<file path="src/common/id_config.svh">
`ifndef ID_CONFIG_SVH
`define ID_CONFIG_SVH

// inst[31:22]
`define SLTI_OPCODE      10'h008
`define SLTUI_OPCODE     10'h009
`define ADDIW_OPCODE     10'h00a
`define ANDI_OPCODE      10'h00d
`define ORI_OPCODE       10'h00e
`define XORI_OPCODE      10'h00f
`define LDB_OPCODE       10'h0a0
`define LDH_OPCODE       10'h0a1
`define LDW_OPCODE       10'h0a2
`define STB_OPCODE       10'h0a4
`define STH_OPCODE       10'h0a5
`define STW_OPCODE       10'h0a6
`define LDBU_OPCODE      10'h0a8
`define LDHU_OPCODE      10'h0a9

// inst[31:15]
`define ADDW_OPCODE      17'h00020
`define SUBW_OPCODE      17'h00022
`define SLT_OPCODE       17'h00024
`define SLTU_OPCODE      17'h00025
`define NOR_OPCODE       17'h00028
`define AND_OPCODE       17'h00029
`define OR_OPCODE        17'h0002a
`define XOR_OPCODE       17'h0002b
`define SLLW_OPCODE      17'h0002e
`define SRLW_OPCODE      17'h0002f
`define SRAW_OPCODE      17'h00030
`define MULW_OPCODE      17'h00038
`define MULHW_OPCODE     17'h00039
`define MULHWU_OPCODE    17'h0003a
`define DIVW_OPCODE      17'h00040
`define MODW_OPCODE      17'h00041
`define DIVWU_OPCODE     17'h00042
`define MODWU_OPCODE     17'h00043
`define BREAK_OPCODE     17'h00054
`define SYSCALL_OPCODE   17'h00056
`define SLLIW_OPCODE     17'h00081
`define SRLIW_OPCODE     17'h00089
`define SRAIW_OPCODE     17'h00091

`define LU12I_OPCODE     7'h0a
`define PCADDU12I_OPCODE 7'h0e
`define CSR_OPCODE       8'h04
`define ERTN_OPCODE      22'h1920e

// inst[31:26]
`define JIRL_OPCODE      6'h13
`define B_OPCODE         6'h14
`define BL_OPCODE        6'h15
`define BEQ_OPCODE       6'h16
`define BNE_OPCODE       6'h17
`define BLT_OPCODE       6'h18
`define BGE_OPCODE       6'h19
`define BLTU_OPCODE      6'h1a
`define BGEU_OPCODE      6'h1b

`define ALU_SEL_NOP         3'd0
`define ALU_SEL_LOGIC       3'd1
`define ALU_SEL_SHIFT       3'd2
`define ALU_SEL_ARITHMETIC  3'd3
`define ALU_SEL_LOAD_STORE  3'd4
`define ALU_SEL_JUMP_BRANCH 3'd5

`define ALU_NOP       8'h00
`define ALU_ADDW      8'h01
`define ALU_SUBW      8'h02
`define ALU_SLT       8'h03
`define ALU_SLTU      8'h04
`define ALU_MULW      8'h05
`define ALU_MULHW     8'h06
`define ALU_MULHWU    8'h07
`define ALU_DIVW      8'h08
`define ALU_MODW      8'h09
`define ALU_DIVWU     8'h0a
`define ALU_MODWU     8'h0b
`define ALU_ADDIW     8'h0c
`define ALU_SLTI      8'h0d
`define ALU_SLTUI     8'h0e
`define ALU_PCADDU12I 8'h0f
`define ALU_NOR       8'h10
`define ALU_AND       8'h11
`define ALU_OR        8'h12
`define ALU_XOR       8'h13
`define ALU_ANDI      8'h14
`define ALU_ORI       8'h15
`define ALU_XORI      8'h16
`define ALU_LU12I     8'h17
`define ALU_SLLW      8'h18
`define ALU_SRLW      8'h19
`define ALU_SRAW      8'h1a
`define ALU_SLLIW     8'h1b
`define ALU_SRLIW     8'h1c
`define ALU_SRAIW     8'h1d
`define ALU_LDB       8'h20
`define ALU_LDH       8'h21
`define ALU_LDW       8'h22
`define ALU_LDBU      8'h23
`define ALU_LDHU      8'h24
`define ALU_STB       8'h25
`define ALU_STH       8'h26
`define ALU_STW       8'h27
`define ALU_BEQ       8'h30
`define ALU_BNE       8'h31
`define ALU_BLT       8'h32
`define ALU_BGE       8'h33
`define ALU_BLTU      8'h34
`define ALU_BGEU      8'h35
`define ALU_B         8'h36
`define ALU_BL        8'h37
`define ALU_JIRL      8'h38
`define ALU_CSRRD     8'h40
`define ALU_CSRWR     8'h41
`define ALU_CSRXCHG   8'h42
`define ALU_ERTN      8'h43
`define ALU_BREAK     8'h44
`define ALU_SYSCALL   8'h45

`define EXCEPTION_NOP 7'h00
`define EXCEPTION_SYS 7'h0b
`define EXCEPTION_BRK 7'h0c
`define EXCEPTION_INE 7'h0d
`define EXCEPTION_IPE 7'h0e

`define CSR_CRMD 14'h0000

`endif

</file>
<file path="src/common/id_pkg.sv">
package id_pkg;

  typedef logic [31:0] word_t;      // data, pc, inst or imm.
  typedef logic [4:0]  reg_addr_t;  // gpr number.
  typedef logic [13:0] csr_addr_t;  // csr number.
  typedef logic [1:0]  plv_t;       // 0 is kernel.
  typedef logic [7:0]  alu_op_t;
  typedef logic [2:0]  alu_sel_t;
  typedef logic [6:0]  exc_cause_t;

endpackage

</file>
<file path="src/decode/arith_decoder.sv">
`include "id_config.svh"

module arith_decoder (
  input  id_pkg::word_t     inst,
  output logic              hit,
  output id_pkg::alu_op_t   alu_op,
  output id_pkg::alu_sel_t  alu_sel,
  output logic              reg1_en,
  output logic              reg2_en,
  output id_pkg::reg_addr_t reg1_addr,
  output id_pkg::reg_addr_t reg2_addr,
  output logic              dst_en,
  output id_pkg::reg_addr_t dst_addr,
  output id_pkg::word_t     imm
);
  import id_pkg::*;

  logic [9:0]  op10;
  logic [16:0] op17;
  logic [6:0]  op7;
  word_t       si12_ext;

  assign op10     = inst[31:22];
  assign op17     = inst[31:15];
  assign op7      = inst[31:25];
  assign si12_ext = {{20{inst[21]}}, inst[21:10]};

  always_comb begin
    alu_op = `ALU_NOP;
    case (op10)
      `SLTI_OPCODE:  alu_op = `ALU_SLTI;
      `SLTUI_OPCODE: alu_op = `ALU_SLTUI;
      `ADDIW_OPCODE: alu_op = `ALU_ADDIW;
      `ANDI_OPCODE:  alu_op = `ALU_ANDI;
      `ORI_OPCODE:   alu_op = `ALU_ORI;
      `XORI_OPCODE:  alu_op = `ALU_XORI;
      default: ;
    endcase
    case (op17)
      `ADDW_OPCODE:   alu_op = `ALU_ADDW;
      `SUBW_OPCODE:   alu_op = `ALU_SUBW;
      `SLT_OPCODE:    alu_op = `ALU_SLT;
      `SLTU_OPCODE:   alu_op = `ALU_SLTU;
      `NOR_OPCODE:    alu_op = `ALU_NOR;
      `AND_OPCODE:    alu_op = `ALU_AND;
      `OR_OPCODE:     alu_op = `ALU_OR;
      `XOR_OPCODE:    alu_op = `ALU_XOR;
      `SLLW_OPCODE:   alu_op = `ALU_SLLW;
      `SRLW_OPCODE:   alu_op = `ALU_SRLW;
      `SRAW_OPCODE:   alu_op = `ALU_SRAW;
      `MULW_OPCODE:   alu_op = `ALU_MULW;
      `MULHW_OPCODE:  alu_op = `ALU_MULHW;
      `MULHWU_OPCODE: alu_op = `ALU_MULHWU;
      `DIVW_OPCODE:   alu_op = `ALU_DIVW;
      `MODW_OPCODE:   alu_op = `ALU_MODW;
      `DIVWU_OPCODE:  alu_op = `ALU_DIVWU;
      `MODWU_OPCODE:  alu_op = `ALU_MODWU;
      `SLLIW_OPCODE:  alu_op = `ALU_SLLIW;
      `SRLIW_OPCODE:  alu_op = `ALU_SRLIW;
      `SRAIW_OPCODE:  alu_op = `ALU_SRAIW;
      default: ;
    endcase
    case (op7)
      `LU12I_OPCODE:     alu_op = `ALU_LU12I;
      `PCADDU12I_OPCODE: alu_op = `ALU_PCADDU12I;
      default: ;
    endcase
  end

  assign hit       = (alu_op != `ALU_NOP);
  assign reg1_en   = hit;
  assign reg1_addr = (alu_op == `ALU_LU12I) ? 5'd0 : inst[9:5];  // lu12i adds to r0.
  assign reg2_addr = inst[14:10];
  assign dst_en    = hit;
  assign dst_addr  = inst[4:0];

  always_comb begin
    alu_sel = `ALU_SEL_ARITHMETIC;
    reg2_en = 1'b0;
    imm     = '0;
    case (alu_op)
      `ALU_NOR, `ALU_AND, `ALU_OR, `ALU_XOR: begin
        alu_sel = `ALU_SEL_LOGIC;
        reg2_en = 1'b1;
      end
      `ALU_SLLW, `ALU_SRLW, `ALU_SRAW: begin
        alu_sel = `ALU_SEL_SHIFT;
        reg2_en = 1'b1;
      end
      `ALU_SLTI, `ALU_SLTUI: begin
        alu_sel = `ALU_SEL_SHIFT;  // compares run in the shift unit.
        imm     = si12_ext;
      end
      `ALU_ADDIW: imm = si12_ext;
      `ALU_ANDI, `ALU_ORI, `ALU_XORI: begin
        alu_sel = `ALU_SEL_LOGIC;
        imm     = {20'b0, inst[21:10]};
      end
      `ALU_SLLIW, `ALU_SRLIW, `ALU_SRAIW: begin
        alu_sel = `ALU_SEL_SHIFT;
        imm     = {27'b0, inst[14:10]};
      end
      `ALU_LU12I: begin
        alu_sel = `ALU_SEL_LOGIC;
        imm     = {inst[24:5], 12'b0};
      end
      `ALU_PCADDU12I: imm = {inst[24:5], 12'b0};
      default: reg2_en = 1'b1;  // reg-reg arithmetic.
    endcase
  end

endmodule

</file>
<file path="src/decode/mem_branch_decoder.sv">
`include "id_config.svh"

module mem_branch_decoder (
  input  id_pkg::word_t     inst,
  output logic              hit,
  output id_pkg::alu_op_t   alu_op,
  output id_pkg::alu_sel_t  alu_sel,
  output logic              reg1_en,
  output logic              reg2_en,
  output id_pkg::reg_addr_t reg1_addr,
  output id_pkg::reg_addr_t reg2_addr,
  output logic              dst_en,
  output id_pkg::reg_addr_t dst_addr,
  output id_pkg::word_t     imm
);
  import id_pkg::*;

  word_t si12_ext;
  word_t offs16_ext;
  word_t offs26_ext;

  assign si12_ext   = {{20{inst[21]}}, inst[21:10]};
  assign offs16_ext = {{14{inst[25]}}, inst[25:10], 2'b00};
  assign offs26_ext = {{4{inst[9]}}, inst[9:0], inst[25:10], 2'b00};

  always_comb begin
    alu_op = `ALU_NOP;
    case (inst[31:22])
      `LDB_OPCODE:  alu_op = `ALU_LDB;
      `LDH_OPCODE:  alu_op = `ALU_LDH;
      `LDW_OPCODE:  alu_op = `ALU_LDW;
      `LDBU_OPCODE: alu_op = `ALU_LDBU;
      `LDHU_OPCODE: alu_op = `ALU_LDHU;
      `STB_OPCODE:  alu_op = `ALU_STB;
      `STH_OPCODE:  alu_op = `ALU_STH;
      `STW_OPCODE:  alu_op = `ALU_STW;
      default: ;
    endcase
    case (inst[31:26])
      `JIRL_OPCODE: alu_op = `ALU_JIRL;
      `B_OPCODE:    alu_op = `ALU_B;
      `BL_OPCODE:   alu_op = `ALU_BL;
      `BEQ_OPCODE:  alu_op = `ALU_BEQ;
      `BNE_OPCODE:  alu_op = `ALU_BNE;
      `BLT_OPCODE:  alu_op = `ALU_BLT;
      `BGE_OPCODE:  alu_op = `ALU_BGE;
      `BLTU_OPCODE: alu_op = `ALU_BLTU;
      `BGEU_OPCODE: alu_op = `ALU_BGEU;
      default: ;
    endcase
  end

  assign hit       = (alu_op != `ALU_NOP);
  assign reg1_addr = inst[9:5];
  assign reg2_addr = inst[4:0];  // store data and branch compare use rd.

  always_comb begin
    alu_sel  = `ALU_SEL_JUMP_BRANCH;
    reg1_en  = 1'b1;
    reg2_en  = 1'b0;
    dst_en   = 1'b0;
    dst_addr = inst[4:0];
    imm      = offs16_ext;
    case (alu_op)
      `ALU_LDB, `ALU_LDH, `ALU_LDW, `ALU_LDBU, `ALU_LDHU: begin
        alu_sel = `ALU_SEL_LOAD_STORE;
        dst_en  = 1'b1;
        imm     = si12_ext;
      end
      `ALU_STB, `ALU_STH, `ALU_STW: begin
        alu_sel = `ALU_SEL_LOAD_STORE;
        reg2_en = 1'b1;
        imm     = si12_ext;
      end
      `ALU_BEQ, `ALU_BNE, `ALU_BLT, `ALU_BGE, `ALU_BLTU, `ALU_BGEU: reg2_en = 1'b1;
      `ALU_B: begin
        reg1_en = 1'b0;
        imm     = offs26_ext;
      end
      `ALU_BL: begin
        reg1_en  = 1'b0;
        dst_en   = 1'b1;
        dst_addr = 5'd1;  // link register.
        imm      = offs26_ext;
      end
      `ALU_JIRL: dst_en = 1'b1;
      default: ;
    endcase
  end

endmodule

</file>
<file path="src/decode/priv_decoder.sv">
`include "id_config.svh"

module priv_decoder (
  input  id_pkg::word_t      inst,
  input  id_pkg::plv_t       plv,
  output logic               hit,
  output id_pkg::alu_op_t    alu_op,
  output logic               reg1_en,
  output logic               reg2_en,
  output id_pkg::reg_addr_t  reg1_addr,
  output id_pkg::reg_addr_t  reg2_addr,
  output logic               dst_en,
  output id_pkg::reg_addr_t  dst_addr,
  output logic               csr_read,
  output logic               csr_write,
  output id_pkg::csr_addr_t  csr_num,
  output logic               exc,
  output id_pkg::exc_cause_t exc_cause
);
  import id_pkg::*;

  reg_addr_t rj;
  logic      is_csr;
  logic      need_kernel;

  assign rj      = inst[9:5];
  assign is_csr  = (inst[31:24] == `CSR_OPCODE);
  assign csr_num = inst[23:10];

  always_comb begin
    alu_op = `ALU_NOP;
    if (is_csr) begin
      if (rj == 5'd0) begin
        alu_op = `ALU_CSRRD;
      end else if (rj == 5'd1) begin
        alu_op = `ALU_CSRWR;
      end else begin
        alu_op = `ALU_CSRXCHG;  // rj holds the write mask.
      end
    end else if (inst[31:15] == `BREAK_OPCODE) begin
      alu_op = `ALU_BREAK;
    end else if (inst[31:15] == `SYSCALL_OPCODE) begin
      alu_op = `ALU_SYSCALL;
    end else if (inst[31:10] == `ERTN_OPCODE) begin
      alu_op = `ALU_ERTN;
    end
  end

  assign hit         = (alu_op != `ALU_NOP);
  assign need_kernel = is_csr || (alu_op == `ALU_ERTN);
  assign csr_read    = is_csr;
  assign csr_write   = is_csr && (rj != 5'd0);
  assign reg1_en     = csr_write;  // new value comes from rd.
  assign reg1_addr   = inst[4:0];
  assign reg2_en     = (alu_op == `ALU_CSRXCHG);
  assign reg2_addr   = rj;
  assign dst_en      = is_csr;
  assign dst_addr    = inst[4:0];

  always_comb begin
    exc       = 1'b1;
    exc_cause = `EXCEPTION_NOP;
    if (need_kernel && (plv != 2'd0)) begin
      exc_cause = `EXCEPTION_IPE;
    end else if (alu_op == `ALU_BREAK) begin
      exc_cause = `EXCEPTION_BRK;
    end else if (alu_op == `ALU_SYSCALL) begin
      exc_cause = `EXCEPTION_SYS;
    end else begin
      exc = 1'b0;
    end
  end

endmodule

</file>
<file path="src/logic/dispatch_reg.sv">
`include "id_config.svh"

module dispatch_reg (
  input  logic               clk,
  input  logic               rst,
  input  logic               in_valid,
  input  id_pkg::word_t      pc,
  input  id_pkg::word_t      inst,
  input  logic               arith_hit, mem_hit, priv_hit,
  input  id_pkg::alu_op_t    arith_alu_op, mem_alu_op, priv_alu_op,
  input  id_pkg::alu_sel_t   arith_alu_sel, mem_alu_sel,
  input  logic               arith_reg1_en, arith_reg2_en, arith_dst_en,
  input  logic               mem_reg1_en, mem_reg2_en, mem_dst_en,
  input  logic               priv_reg1_en, priv_reg2_en, priv_dst_en,
  input  id_pkg::reg_addr_t  arith_reg1_addr, arith_reg2_addr, arith_dst_addr,
  input  id_pkg::reg_addr_t  mem_reg1_addr, mem_reg2_addr, mem_dst_addr,
  input  id_pkg::reg_addr_t  priv_reg1_addr, priv_reg2_addr, priv_dst_addr,
  input  id_pkg::word_t      arith_imm, mem_imm,
  input  logic               priv_csr_read, priv_csr_write, priv_exc,
  input  id_pkg::csr_addr_t  priv_csr_num,
  input  id_pkg::exc_cause_t priv_exc_cause,
  output logic               out_valid,
  output id_pkg::word_t      out_pc,
  output id_pkg::alu_op_t    alu_op,
  output id_pkg::alu_sel_t   alu_sel,
  output logic               reg1_en,
  output id_pkg::reg_addr_t  reg1_addr,
  output logic               reg2_en,
  output id_pkg::reg_addr_t  reg2_addr,
  output logic               dst_en,
  output id_pkg::reg_addr_t  dst_addr,
  output id_pkg::word_t      imm,
  output logic               csr_read,
  output logic               csr_write,
  output id_pkg::csr_addr_t  csr_num,
  output logic               exc,
  output id_pkg::exc_cause_t exc_cause
);
  import id_pkg::*;

  logic       any_hit;
  logic       ine;
  alu_op_t    d_alu_op;
  alu_sel_t   d_alu_sel;
  logic       d_reg1_en, d_reg2_en, d_dst_en;
  reg_addr_t  d_reg1_addr, d_reg2_addr, d_dst_addr;
  word_t      d_imm;
  exc_cause_t d_exc_cause;

  assign any_hit = arith_hit | mem_hit | priv_hit;
  assign ine     = !any_hit && (inst != '0);  // all-zero word is a silent nop.

  // decoder groups never hit together.
  assign d_alu_op    = arith_hit ? arith_alu_op : mem_hit ? mem_alu_op :
                       priv_hit ? priv_alu_op : `ALU_NOP;
  assign d_alu_sel   = arith_hit ? arith_alu_sel : mem_hit ? mem_alu_sel : `ALU_SEL_NOP;
  assign d_reg1_en   = (arith_hit & arith_reg1_en) | (mem_hit & mem_reg1_en) |
                       (priv_hit & priv_reg1_en);
  assign d_reg2_en   = (arith_hit & arith_reg2_en) | (mem_hit & mem_reg2_en) |
                       (priv_hit & priv_reg2_en);
  assign d_dst_en    = (arith_hit & arith_dst_en) | (mem_hit & mem_dst_en) |
                       (priv_hit & priv_dst_en);
  assign d_reg1_addr = arith_hit ? arith_reg1_addr : mem_hit ? mem_reg1_addr :
                       priv_hit ? priv_reg1_addr : 5'd0;
  assign d_reg2_addr = arith_hit ? arith_reg2_addr : mem_hit ? mem_reg2_addr :
                       priv_hit ? priv_reg2_addr : 5'd0;
  assign d_dst_addr  = arith_hit ? arith_dst_addr : mem_hit ? mem_dst_addr :
                       priv_hit ? priv_dst_addr : 5'd0;
  assign d_imm       = arith_hit ? arith_imm : mem_hit ? mem_imm : '0;
  assign d_exc_cause = priv_hit ? priv_exc_cause : ine ? `EXCEPTION_INE : `EXCEPTION_NOP;

  always_ff @(posedge clk) begin
    if (rst) begin
      out_valid <= 1'b0;
      exc       <= 1'b0;
      exc_cause <= `EXCEPTION_NOP;
    end else begin
      out_valid <= in_valid;
      if (in_valid) begin
        exc       <= (priv_hit & priv_exc) | ine;
        exc_cause <= d_exc_cause;
      end
    end
  end

  always_ff @(posedge clk) begin
    if (in_valid) begin
      out_pc    <= pc;
      alu_op    <= d_alu_op;
      alu_sel   <= d_alu_sel;
      reg1_en   <= d_reg1_en;
      reg1_addr <= d_reg1_addr;
      reg2_en   <= d_reg2_en;
      reg2_addr <= d_reg2_addr;
      dst_en    <= d_dst_en;
      dst_addr  <= d_dst_addr;
      imm       <= d_imm;
      csr_read  <= priv_hit & priv_csr_read;
      csr_write <= priv_hit & priv_csr_write;
      csr_num   <= priv_csr_num;
    end
  end

endmodule

</file>
<file path="src/logic/id_stage.sv">
module id_stage (
  input  logic               clk,
  input  logic               rst,
  input  logic               in_valid,
  input  id_pkg::word_t      pc,
  input  id_pkg::word_t      inst,
  input  logic               csr_wr_en,
  input  id_pkg::csr_addr_t  csr_wr_addr,
  input  id_pkg::word_t      csr_wr_data,
  output logic               out_valid,
  output id_pkg::word_t      out_pc,
  output id_pkg::alu_op_t    alu_op,
  output id_pkg::alu_sel_t   alu_sel,
  output logic               reg1_en,
  output id_pkg::reg_addr_t  reg1_addr,
  output logic               reg2_en,
  output id_pkg::reg_addr_t  reg2_addr,
  output logic               dst_en,
  output id_pkg::reg_addr_t  dst_addr,
  output id_pkg::word_t      imm,
  output logic               csr_read,
  output logic               csr_write,
  output id_pkg::csr_addr_t  csr_num,
  output logic               exc,
  output id_pkg::exc_cause_t exc_cause
);
  import id_pkg::*;

  logic       arith_hit, mem_hit, priv_hit;
  logic       arith_reg1_en, arith_reg2_en, arith_dst_en;
  logic       mem_reg1_en, mem_reg2_en, mem_dst_en;
  logic       priv_reg1_en, priv_reg2_en, priv_dst_en;
  logic       priv_csr_read, priv_csr_write, priv_exc;
  alu_op_t    arith_alu_op, mem_alu_op, priv_alu_op;
  alu_sel_t   arith_alu_sel, mem_alu_sel;
  reg_addr_t  arith_reg1_addr, arith_reg2_addr, arith_dst_addr;
  reg_addr_t  mem_reg1_addr, mem_reg2_addr, mem_dst_addr;
  reg_addr_t  priv_reg1_addr, priv_reg2_addr, priv_dst_addr;
  word_t      arith_imm, mem_imm;
  csr_addr_t  priv_csr_num;
  exc_cause_t priv_exc_cause;
  plv_t       plv_now;

  arith_decoder u_arith (
    .inst      (inst),
    .hit       (arith_hit),
    .alu_op    (arith_alu_op),
    .alu_sel   (arith_alu_sel),
    .reg1_en   (arith_reg1_en),
    .reg2_en   (arith_reg2_en),
    .reg1_addr (arith_reg1_addr),
    .reg2_addr (arith_reg2_addr),
    .dst_en    (arith_dst_en),
    .dst_addr  (arith_dst_addr),
    .imm       (arith_imm)
  );

  mem_branch_decoder u_mem (
    .inst      (inst),
    .hit       (mem_hit),
    .alu_op    (mem_alu_op),
    .alu_sel   (mem_alu_sel),
    .reg1_en   (mem_reg1_en),
    .reg2_en   (mem_reg2_en),
    .reg1_addr (mem_reg1_addr),
    .reg2_addr (mem_reg2_addr),
    .dst_en    (mem_dst_en),
    .dst_addr  (mem_dst_addr),
    .imm       (mem_imm)
  );

  priv_decoder u_priv (
    .inst      (inst),
    .plv       (plv_now),  // includes a same-cycle crmd write.
    .hit       (priv_hit),
    .alu_op    (priv_alu_op),
    .reg1_en   (priv_reg1_en),
    .reg2_en   (priv_reg2_en),
    .reg1_addr (priv_reg1_addr),
    .reg2_addr (priv_reg2_addr),
    .dst_en    (priv_dst_en),
    .dst_addr  (priv_dst_addr),
    .csr_read  (priv_csr_read),
    .csr_write (priv_csr_write),
    .csr_num   (priv_csr_num),
    .exc       (priv_exc),
    .exc_cause (priv_exc_cause)
  );

  plv_tracker u_plv (.*);

  dispatch_reg u_dispatch (.*);

endmodule

</file>
<file path="src/logic/plv_tracker.sv">
`include "id_config.svh"

module plv_tracker (
  input  logic              clk,
  input  logic              rst,
  input  logic              csr_wr_en,
  input  id_pkg::csr_addr_t csr_wr_addr,
  input  id_pkg::word_t     csr_wr_data,
  output id_pkg::plv_t      plv_now
);
  import id_pkg::*;

  plv_t plv_q;
  logic crmd_wr;

  assign crmd_wr = csr_wr_en && (csr_wr_addr == `CSR_CRMD);
  assign plv_now = crmd_wr ? csr_wr_data[1:0] : plv_q;  // bypass the pending write.

  always_ff @(posedge clk) begin
    if (rst) begin
      plv_q <= '0;
    end else if (crmd_wr) begin
      plv_q <= csr_wr_data[1:0];
    end
  end

endmodule

</file>
<file path="config.mk">
export PLATFORM = sky130hd
export DESIGN_NAME = id_stage
export DESIGN_NICKNAME = d
export VERILOG_FILES = /design/src/common/id_pkg.sv /design/src/decode/arith_decoder.sv /design/src/decode/mem_branch_decoder.sv /design/src/decode/priv_decoder.sv /design/src/logic/dispatch_reg.sv /design/src/logic/id_stage.sv /design/src/logic/plv_tracker.sv
export VERILOG_INCLUDE_DIRS = /design/src /design/src/common
export SDC_FILE = /design/constraint.sdc
export NUM_CORES = 1
export LEC_CHECK = 0
export ABC_AREA = 1
export BUFFER_PORTS_ARGS = -buffer_cell sky130_fd_sc_hd__buf_2
export CAP_MARGIN = 20
export CORE_MARGIN = 4
export CORE_UTILIZATION = 31
export CTS_CLUSTER_SIZE = 12
export DETAILED_ROUTE_END_ITERATION = 12
export HOLD_SLACK_MARGIN = 0.1
export MAX_ROUTING_LAYER = met4
export PLACE_DENSITY = 0.66
export SYNTH_ARGS = -nofsm -noshare
export SYNTH_HDL_FRONTEND = slang
export SYNTH_SLANG_ARGS = --single-unit
</file>
<file path="constraint.sdc">
create_clock -name clk -period 2.15 [get_ports clk]
set_input_delay 0.1075 -clock clk [delete_from_list [all_inputs] [get_ports clk]]
set_output_delay 0.1075 -clock clk [all_outputs]
set_load 0.02 [all_outputs]
</file>
Yosys cells after proc, flatten, opt, wreduce, memory -nomap -nowiden. Index checks and enable logic that the tools add are counted.

Logic and storage cells: 194. Bits of input ports: 114. Register bits after elaboration: 120. Output and inout port bits: 118.

Bitwise operators: 17. Eq/ne operators: 90. Reductions and logical operators: 25. Mux-type cells: 45.

Operators with widths (count): equality test 17 x 6 -> 1 bit (second input constant) (14); case mux 32 bit (4 select lines) (1); case mux 5 bit (21 select lines) (1); equality test 17 x 7 -> 1 bit (second input constant) (6); equality test 6 bit (second input constant) (17); equality test 10 x 8 -> 1 bit (second input constant) (8); equality test 5 bit (second input constant) (14); 2-to-1 mux 32 bit (2); case mux 32 bit (2 select lines) (1); equality test 10 x 4 -> 1 bit (second input constant) (6); 2-to-1 mux 8 bit (7); equality test 6 x 5 -> 1 bit (second input constant) (9); case mux 6 bit (9 select lines) (1); equality test 17 x 8 -> 1 bit (second input constant) (3); 2-to-1 mux 5 bit (10); case mux 6 bit (8 select lines) (1); equality test 8 x 7 -> 1 bit (second input constant) (4); nonzero test 32 bit (1); case mux 5 bit (6 select lines) (1); 2-to-1 mux 7 bit (4); nonzero test 8 bit (3); OR reduction 8 bit (3); equality test 22 x 17 -> 1 bit (second input constant) (1); equality test 5 x 4 -> 1 bit (second input constant) (4); 23 further kinds (55).

Longest topological paths before layout. Gate-level depths: netlist of the first run.

Depth in word-level cells: 11. Depth in mapped cells: 17. Gate-level depth less buffers: 16.

By module. Synthesis of the first run repeated with hierarchy kept, for this count alone.

Cell total of the unflattened synthesis: 1031. Area total of the unflattened synthesis: 8008.9 sq um.

By module, submodules not included: dispatch_reg (cells an instance 430, instances 1, area an instance 4888.4 sq um, seq. area each 3453.3 sq um); arith_decoder (cells an instance 250, instances 1, area an instance 1257.5 sq um, seq. area each 0.0 sq um); mem_branch_decoder (cells an instance 183, instances 1, area an instance 952.2 sq um, seq. area each 0.0 sq um); priv_decoder (cells an instance 136, instances 1, area an instance 743.2 sq um, seq. area each 0.0 sq um); plv_tracker (cells an instance 32, instances 1, area an instance 167.7 sq um, seq. area each 40.0 sq um).

Least setup slack after synthesis of the first run. OpenSTA, ideal clock, no wires.

Kind: input -> register. Start: in inst[31]. End: reg u_dispatch.imm[6] (data pin). Path slack: 0.199 ns. Library setup time: 0.275 ns. Arrival time: 1.675 ns. Cell stages on the path: 14. Path buffers: 2. Required time: 1.875 ns. Cells stage by stage: buf_4 > nor2_1 > inv_1 > nor4_4 > inv_2 > nor2_4 > inv_2 > nand2_1 > nand3_1 > nor2_4 > inv_2 > buf_6 > nand3_1 > o221ai_1.

Word-level cells in the longest chain between the ends: 8. Elaborated cells on any way between the ends: 84. Those cells by class: eq/ne (67); mux (9); reduce/logical (8).

Ends and longest elaborated chain: start: declaration (line id_stage.sv:6) `input id_pkg::word_t inst,`; equality test 10 x 4 -> 1 bit / equality test 10 x 8 -> 1 bit (equally long branches) (line arith_decoder.sv:30, mem_branch_decoder.sv:28); case mux 5 bit (6 select lines) / case mux 6 bit (8 select lines) (equally long branches) (line arith_decoder.sv:30, mem_branch_decoder.sv:28); case mux 5 bit (21 select lines) / case mux 6 bit (9 select lines) (equally long branches) (line arith_decoder.sv:39, mem_branch_decoder.sv:39); case mux 5 bit (2 select lines) / equality test 6 bit (equally long branches) (line arith_decoder.sv:63, mem_branch_decoder.sv:64); equality test 5 bit, or another cell as far along (line arith_decoder.sv:81) `case (alu_op)`; OR reduction 3 bit, or another cell as far along (line arith_decoder.sv:81); case mux 32 bit (4 select lines) / 2-to-1 mux 32 bit (equally long branches) (line arith_decoder.sv:81, dispatch_reg.sv:69); 2-to-1 mux 32 bit (*) (line dispatch_reg.sv:69) `assign d_imm = arith_hit ? arith_imm : mem_hit ? mem_imm : '0;`; named net u_dispatch.d_imm[6] (line dispatch_reg.sv:47) `word_t d_imm;`; end signal: assignment (line dispatch_reg.sv:97) `imm <= d_imm;`; end: declaration (line dispatch_reg.sv:32) `output id_pkg::word_t imm,`.

Mark *: on every way through the listed nets, which the timed path passes. The rest lies on a longest branch. A chain may end at the register's enable or synchronous reset.

Final worst setup path of the first run.
Start: in inst[14]. End: reg u_dispatch.exc_cause[3].

Word-level cells in the longest chain between the ends: 11. Elaborated cells on any way between the ends: 20. Those cells by class: eq/ne (4); mux (9); bitwise (1); reduce/logical (6).

Ends and longest elaborated chain: equality test 22 x 17 -> 1 bit (no line); 2-to-1 mux 7 bit (line priv_decoder.sv:44) `` end else if (inst[31:10] == `ERTN_OPCODE) begin ``; 2-to-1 mux 8 bit (line priv_decoder.sv:42) `` end else if (inst[31:15] == `SYSCALL_OPCODE) begin ``; 2-to-1 mux 8 bit (line priv_decoder.sv:40) `` end else if (inst[31:15] == `BREAK_OPCODE) begin ``; 2-to-1 mux 8 bit (line priv_decoder.sv:32) `if (is_csr) begin`; nonzero test 8 bit (no line); bitwise OR 1 bit (line dispatch_reg.sv:50) `assign any_hit = arith_hit | mem_hit | priv_hit;`; zero test 1 bit (line dispatch_reg.sv:51) `assign ine = !any_hit && (inst != '0);`; logical AND 1 bit (line dispatch_reg.sv:51); 2-to-1 mux 4 bit (no line); 2-to-1 mux 7 bit (no line) (*); end signal: assignment (line dispatch_reg.sv:76) `` exc_cause <= `EXCEPTION_NOP; ``; end signal: assignment (line dispatch_reg.sv:81) `exc_cause <= d_exc_cause;`; end: declaration (line dispatch_reg.sv:37) `output id_pkg::exc_cause_t exc_cause`.

Mark *: on every way between the ends. The rest lies on a longest branch, timed or not.

==> run metrics, run 1 <==
FP Rows 50; CP required 2.51 ns; Die Span Y 146 um; starting density of the core 31.4%; Logic pwr share 15.8%; sw power 0.00166 W; min Tclk post-route 1.88 ns; maximum capacitance violations 0; fin nets 1099; number of flops mapped to enable cells by yosys 108; routed wire length per instance 17.2 um; worst-skew pair later-pin latency 0.41 ns; Hold Vio Cnt, Final 0; RSZ-0062 raised after global routing no; kind of end point of the critical path register; Worst setup SP type input port; Setup Buffers After CTS 0; pwr dens 700 mW/mm2; first-pass GRT wire length 33.4 mm; fin worst setup slack 0.270 ns; antenna cells 0; status complete, no violations; Simple-Gate Fraction of Synth Area 22.1%; core area 0.0187 mm2; clock buffer depth 2; Design Power 0.00640 W; drt via density 4.91; Pint 0.00474 W; DR vias 6052; number of global-route vias before repair 6082; area leader, netlist edfxtp_1; Slew headroom 64.2%; post-synthesis mux area share 0.341%; Max rail drop VDD 0.399 mV; Port Buf Inserts 197; Residual DRC 0; post-synthesis cell area 0.00588 mm2; die width 146 um; Worst Skew 0.00110 ns; crit share post-route 87.5%; # fillers 1700; Sw Ratio 26.0%; setup TNS 0 ns; clk sinks 116; Worst Hold Class input port to register; Cells after Synth 607; Placed Cells 1142; register area share after synthesis 57.9%; leak pwr 4.26 nW; synth unique cells 39; top-area cell type share of the netlist area 55.2%; DP HPWL 16.3 mm; initial drt markers 398; max-slew violation count 0; Ports 232; Setup-failing EPs final 0; DR top layer met4; layout cells sized above 1 37.6%; critical path class input port to register; YS warnings 0; Max Freq 532 MHz; Synth top cells by count 108 x edfxtp_1, 94 x nand2_1, 75 x inv_1; largest net degree at the start of global routing 70; Final Non-Filler Cells 1232; root buf cell clkbuf_16; Data arrival, critical path 2.24 ns; XOR/XNOR Fraction of Synth Area 0%; synth top area cells edfxtp_1 55%, nand2_1 6.0%, nand3_1 4.9%; Reg power frac 42.2%; clock power share 42.0%; die area 0.0212 mm2; Routed met3 length 1.49 mm; FF+latch count, synth 116; CTS H-tree lvls 4; antenna viol nets, final 0; WL met1 9.06 mm; antenna violations before repair 0; Async S/R FF share, synth 0%; Num CTS Buffers 17; CP Max Fanout 9; total gr overflow 0; Worst Tran Pin Value 0.537 ns; Post-Place Setup Slack -0.202 ns; routed wire length 21.2 mm; Final Wtd Congestion 0.941; clock-pin slew on the worst setup and hold paths 0.06 ns; mean post-synth cell area 9.68 um2; largest family of logic cells by synthesized area simple AND/OR/NAND/NOR gates; GRT Total Usage 20.5%; top-count cell post-synth edfxtp_1; met2 WL post-DR 9.93 mm; compound-gate portion of the synthesized area 12.0%; CTS tree built; post-synthesis adder-cell area fraction 0%; Synth Flop Type edfxtp_1; DRT Pass-1 Iters 5; Syn-to-layout area delta 55.7%
## sequential cells by signal, summed over array words and instances (netlist names)
register / flops
u_dispatch.imm: 32
u_dispatch.csr_write: 1
u_dispatch.reg1_addr: 5
u_dispatch.exc: 1
u_dispatch.alu_op: 7
u_dispatch.out_pc: 32
u_dispatch.csr_num: 14
u_dispatch.out_valid: 1
u_dispatch.alu_sel: 3
u_plv.plv_q: 2
u_dispatch.reg1_en: 1
u_dispatch.dst_addr: 5
u_dispatch.exc_cause: 4
u_dispatch.reg2_en: 1
u_dispatch.dst_en: 1
u_dispatch.reg2_addr: 5
u_dispatch.csr_read: 1
## through the flow
stage          cell area [um2]  utilization (%)  hold slack (ns)
2_1_floorplan             5890                -            0.177
3_5_place_dp              8000             42.7            0.286
3_3_place_gp              8000             42.7            0.284
5_1_grt                   9150             48.9            0.142
6_report                  9150             48.9            0.139
4_1_cts                   9140             48.9            0.117
## cell usage in the layout, fill, tap and decap left out, types with 4 or more instances in the layout
cell             n
o221ai_1        20
inv_2           11
clkinvlp_4       5
o31ai_1          8
o21ai_0         25
inv_1           75
o211ai_1         7
buf_4          120
nand4_1         20
nor2_1          70
o2111ai_1        7
edfxtp_1       108
nor4_1           7
dfxtp_1          8
nand2_1         94
clkbuf_16       17
a21oi_1         24
dlygate4sd3_1   58
buf_2          196
nand3_1         57
conb_1           4
nor3_1          14
## worst max-delay path, cell delays in order
cell           delay (ns)
dlygate4sd3_1        0.54
buf_2                0.17
inv_1                0.15
nand4_1              0.19
nor2_1               0.14
nand4_1              0.20
nand4_2              0.16
inv_2                0.11
nor2_1               0.16
nand2_1              0.11
nand3_1              0.10
nand2_1              0.05
inv_1                0.04
## area by class of cell
cell class              count  area, um2  share of cell area (%)
repair buffers            377       2520                    27.6
clock inverters            14        138                    1.50
well taps                 234        293                    3.20
multi-input cells         387       2040                    22.3
clock buffers              18        429                    4.69
flip-flops and latches    116       3400                    37.2
inverters                  86        323                    3.53
## worst paths after layout
path                            slack, ns               startpoint                 endpoint  depth (start not counted)
worst min register to register       0.48  u_dispatch.exc_cause[1]  u_dispatch.exc_cause[1]                          2
worst max-delay path                 0.27                 inst[14]  u_dispatch.exc_cause[3]                         13
worst min-delay path                 0.14                 in_valid     u_dispatch.alu_op[5]                          1
worst max register to register       1.04           u_plv.plv_q[0]  u_dispatch.exc_cause[3]                          8
## power by group through the flow
stage | Combinational, W | Sequential [W] | Clock (W)
2_1_floorplan | 0.000200 | 0.00297 | 0
3_3_place_gp | 0.000924 | 0.00274 | 0
3_5_place_dp | 0.000926 | 0.00274 | 0
4_1_cts | 0.00101 | 0.00270 | 0.00275
5_1_grt | 0.00109 | 0.00272 | 0.00283
6_report | 0.00101 | 0.00270 | 0.00269
## per-layer routing
| metal | track usage (%) | vias up |
|---|---|---|
| met3 | 4.11 | 48 |
| met1 | 25.5 | 2782 |
| met5 | - | - |
| li1 | - | 2932 |
| met4 | 8.50 | 0 |
| met2 | 32.8 | 290 |
## cells by family after synthesis
group | count (synthesis)
AOI/OAI and AO/OA | 104
buffers and inverters | 107
DFF | 116
muxes | 2
other | 1
and+or+nand+nor | 277
## timing repair
item,4_1_cts,5_1_grt
setup endpoints to repair,0,3
resized for setup,0,1
hold endpoints to repair,70,0
hold buffers,58,0
Power figures use the tool's default switching activity.
==> inputs of run 2 (changes only) <==
--- a/config.mk
+++ b/config.mk
@@ -13,2 +13,3 @@
 export CORE_UTILIZATION = 31
+export CTS_BUF_LIST = sky130_fd_sc_hd__clkbuf_4 sky130_fd_sc_hd__clkbuf_8
 export CTS_CLUSTER_SIZE = 12
@@ -18,2 +19,3 @@
 export PLACE_DENSITY = 0.66
+export SLEW_MARGIN = 20
 export SYNTH_ARGS = -nofsm -noshare
--- a/constraint.sdc
+++ b/constraint.sdc
@@ -3,2 +3,2 @@
 set_output_delay 0.1075 -clock clk [all_outputs]
-set_load 0.02 [all_outputs]
+set_load 0.1 [all_outputs]
==> run 2 against run 1 <==
Clock-buffer cell count unchanged. Fmax down 1.8%. Clock power down 28%. Cell count up 0.49%. Sequential power about the same. Die area unchanged. Clock skew up 0.00063 ns. Critical endpoint is now u_dispatch.reg1_addr[3]. Highest routed layer unchanged.
==> run metrics, run 2 (synthesis results as in run 1) <==
status complete, no violations (unchanged); Slew headroom 64.7% (was 64.2%); die area 0.0212 mm2 (unchanged); most common cell after layout, fill and taps aside buf_2 (unchanged); clock-pin slew on the worst setup and hold paths 0.07 ns (was 0.06 ns); CP Launch Point inst[28] (was inst[14]); worst-skew pair later-pin latency 0.42 ns (was 0.41 ns); internal reg-to-reg setup slack 0.98 ns (was 1.04 ns); CP Max Fanout 25 (was 9); antenna violations before repair 0 (unchanged); Num CTS Buffers 17 (unchanged); routed wire length per instance 17.1 um (was 17.2 um); DRT Pass-1 Iters 7 (was 5); root buf cell clkbuf_8 (was clkbuf_16); Pint 0.00408 W (was 0.00474 W); leak pwr 4.20 nW (was 4.26 nW); FP Rows 50 (unchanged); sw power 0.00261 W (was 0.00166 W); fin util 48.3% (was 48.9%); Ports 232 (unchanged); clock buffer depth 2 (unchanged); number of global-route vias before repair 6049 (was 6082); Syn-to-layout area delta 53.6% (was 55.7%); antenna cells 0 (unchanged); core area 0.0187 mm2 (unchanged); final hold slack 0.138 ns (was 0.139 ns); critical path class input port to register (unchanged); Hold Vio Cnt, Final 0 (unchanged); Final Non-Filler Cells 1238 (was 1232); Final Wtd Congestion 0.941 (unchanged); antenna viol nets, final 0 (unchanged); Worst setup SP type input port (unchanged); DR vias 6028 (was 6052); layout cells sized above 1 38.0% (was 37.6%); R2R depth 3 (was 8); starting density of the core 31.4% (unchanged); Worst Skew 0.00173 ns (was 0.00110 ns); first-pass GRT wire length 33.1 mm (was 33.4 mm); DP HPWL 16.3 mm (unchanged); largest net degree at the start of global routing 70 (unchanged); RSZ-0062 raised after global routing no (unchanged); CP required 2.37 ns (was 2.51 ns); Sw Ratio 39.0% (was 26.0%); initial drt markers 363 (was 398); kind of end point of the critical path register (unchanged); Die Span Y 146 um (unchanged); GRT Total Usage 20.4% (was 20.5%); Reg-to-Reg End u_plv.plv_q[1] (was u_dispatch.exc_cause[3]); maximum capacitance violations 0 (unchanged); drt via density 4.87 (was 4.91); Worst setup endpoint u_dispatch.reg1_addr[3] (was u_dispatch.exc_cause[3]); max-slew violation count 0 (unchanged); Reg power frac 40.4% (was 42.2%); die width 146 um (unchanged); fin nets 1105 (was 1099); Logic pwr share 30.7% (was 15.8%); Worst Tran Pin Value 0.529 ns (was 0.537 ns); total gr overflow 0 (unchanged); Placed Cells 1142 (unchanged); most frequent cells in the layout 196 x buf_2, 122 x buf_4, 108 x edfxtp_1 (was 196 x buf_2, 120 x buf_4, 108 x edfxtp_1); routed wire length 21.1 mm (was 21.2 mm); Worst Hold Class input port to register (unchanged); Max rail drop VDD 0.424 mV (was 0.399 mV); Design Power 0.00668 W (was 0.00640 W); Setup-failing EPs final 0 (unchanged); clock power share 28.9% (was 42.0%); crit share post-route 89.1% (was 87.5%); Top Registers u_dispatch.imm x32, u_dispatch.out_pc x32, u_dispatch.csr_num x14 (unchanged); CTS tree built (unchanged); clk sinks 116 (unchanged); CTS H-tree lvls 4 (unchanged); pwr dens 740 mW/mm2 (was 700 mW/mm2); # fillers 1720 (was 1700); Port Buf Inserts 197 (unchanged); Max Freq 522 MHz (was 532 MHz); Residual DRC 0 (unchanged); min Tclk post-route 1.92 ns (was 1.88 ns); Reg2Reg Launch Point u_plv.plv_q[1] (was u_plv.plv_q[0]); Data arrival, critical path 2.14 ns (was 2.24 ns)
[run 2: cell count changes in the layout (fill, tap and decap cells not counted), moves of 2 or more]
cell,change
nand2_1,-2
nand2_2,+2
clkbuf_16,-17
buf_4,+2
dlygate4sd3_1,+4
clkbuf_8,+17
[run 2: layout make-up]
type	count	area [um2]	area share, %
Clock buffer	18	241	2.68
Tap cell	234	293	3.24
Inverter	86	325	3.60
Sequential cell	116	3400	37.7
Multi-Input combinational cell	387	2050	22.7
Timing Repair Buffer	383	2580	28.6
Clock inverter	14	138	1.52
[run 2: per-stage QoR]
step	worst slack (ns)	setup TNS (ns)	area [um2]
6_report	0.235	0	9030
5_1_grt	0.0308	0	9030
4_1_cts	0.00684	0	8990
3_5_place_dp	-0.202	-3.06	8000
3_3_place_gp	-0.239	-3.73	8000
2_1_floorplan	0.199	0	5890
[run 2: critical path, stage by stage]
cell and delay, ns:
buf_2 0.11, nor2_1 0.18, nand2_2 0.12, nor2_2 0.16, buf_12 0.18, nand2_1 0.06
nor2_1 0.13, o21ai_0 0.10, nand4_1 0.16, nand2_1 0.11, nand3_2 0.10, nor2_4 0.06
buf_4 0.13, buf_4 0.14, o31ai_1 0.27
[run 2: power by group through the flow]
stage          registers (W)  clock network [W]  logic [W]
5_1_grt              0.00271            0.00208    0.00212
3_5_place_dp         0.00274                  0    0.00196
4_1_cts              0.00270            0.00199    0.00205
3_3_place_gp         0.00274                  0    0.00195
6_report             0.00270            0.00193    0.00205
2_1_floorplan        0.00398                  0   0.000224
[run 2: layer usage]
| layer | up-vias | global-route usage (%) | part of all wire [%] |
|---|---|---|---|
| met2 | 267 | 32.7 | 47 |
| met3 | 38 | 4.92 | 6.6 |
| li1 | 2941 | - | - |
| met5 | - | - | 0 |
| met4 | 0 | 7.31 | 2.9 |
| met1 | 2782 | 25.2 | 44 |
[run 2: how the worst min path moves through the flow]
stage	from	to	slack (ns)	cells after the start
2_1_floorplan	rst	u_dispatch.exc_cause[1]	0.18	1
3_3_place_gp	pc[28]	u_dispatch.out_pc[28]	0.28	1
3_5_place_dp	pc[15]	u_dispatch.out_pc[15]	0.29	1
4_1_cts	csr_wr_addr[7]	u_plv.plv_q[0]	0.11	5
5_1_grt	csr_wr_addr[7]	u_plv.plv_q[0]	0.18	5
6_report	csr_wr_addr[7]	u_plv.plv_q[0]	0.14	5
[run 2: repair_timing]
action / 4_1_cts / 5_1_grt
endpoints found under the hold margin: 98 / 1
gates resized for setup: 0 / 5
setup buffers: 0 / 2
hold buffers: 62 / 1
endpoints found under the setup margin: 0 / 30
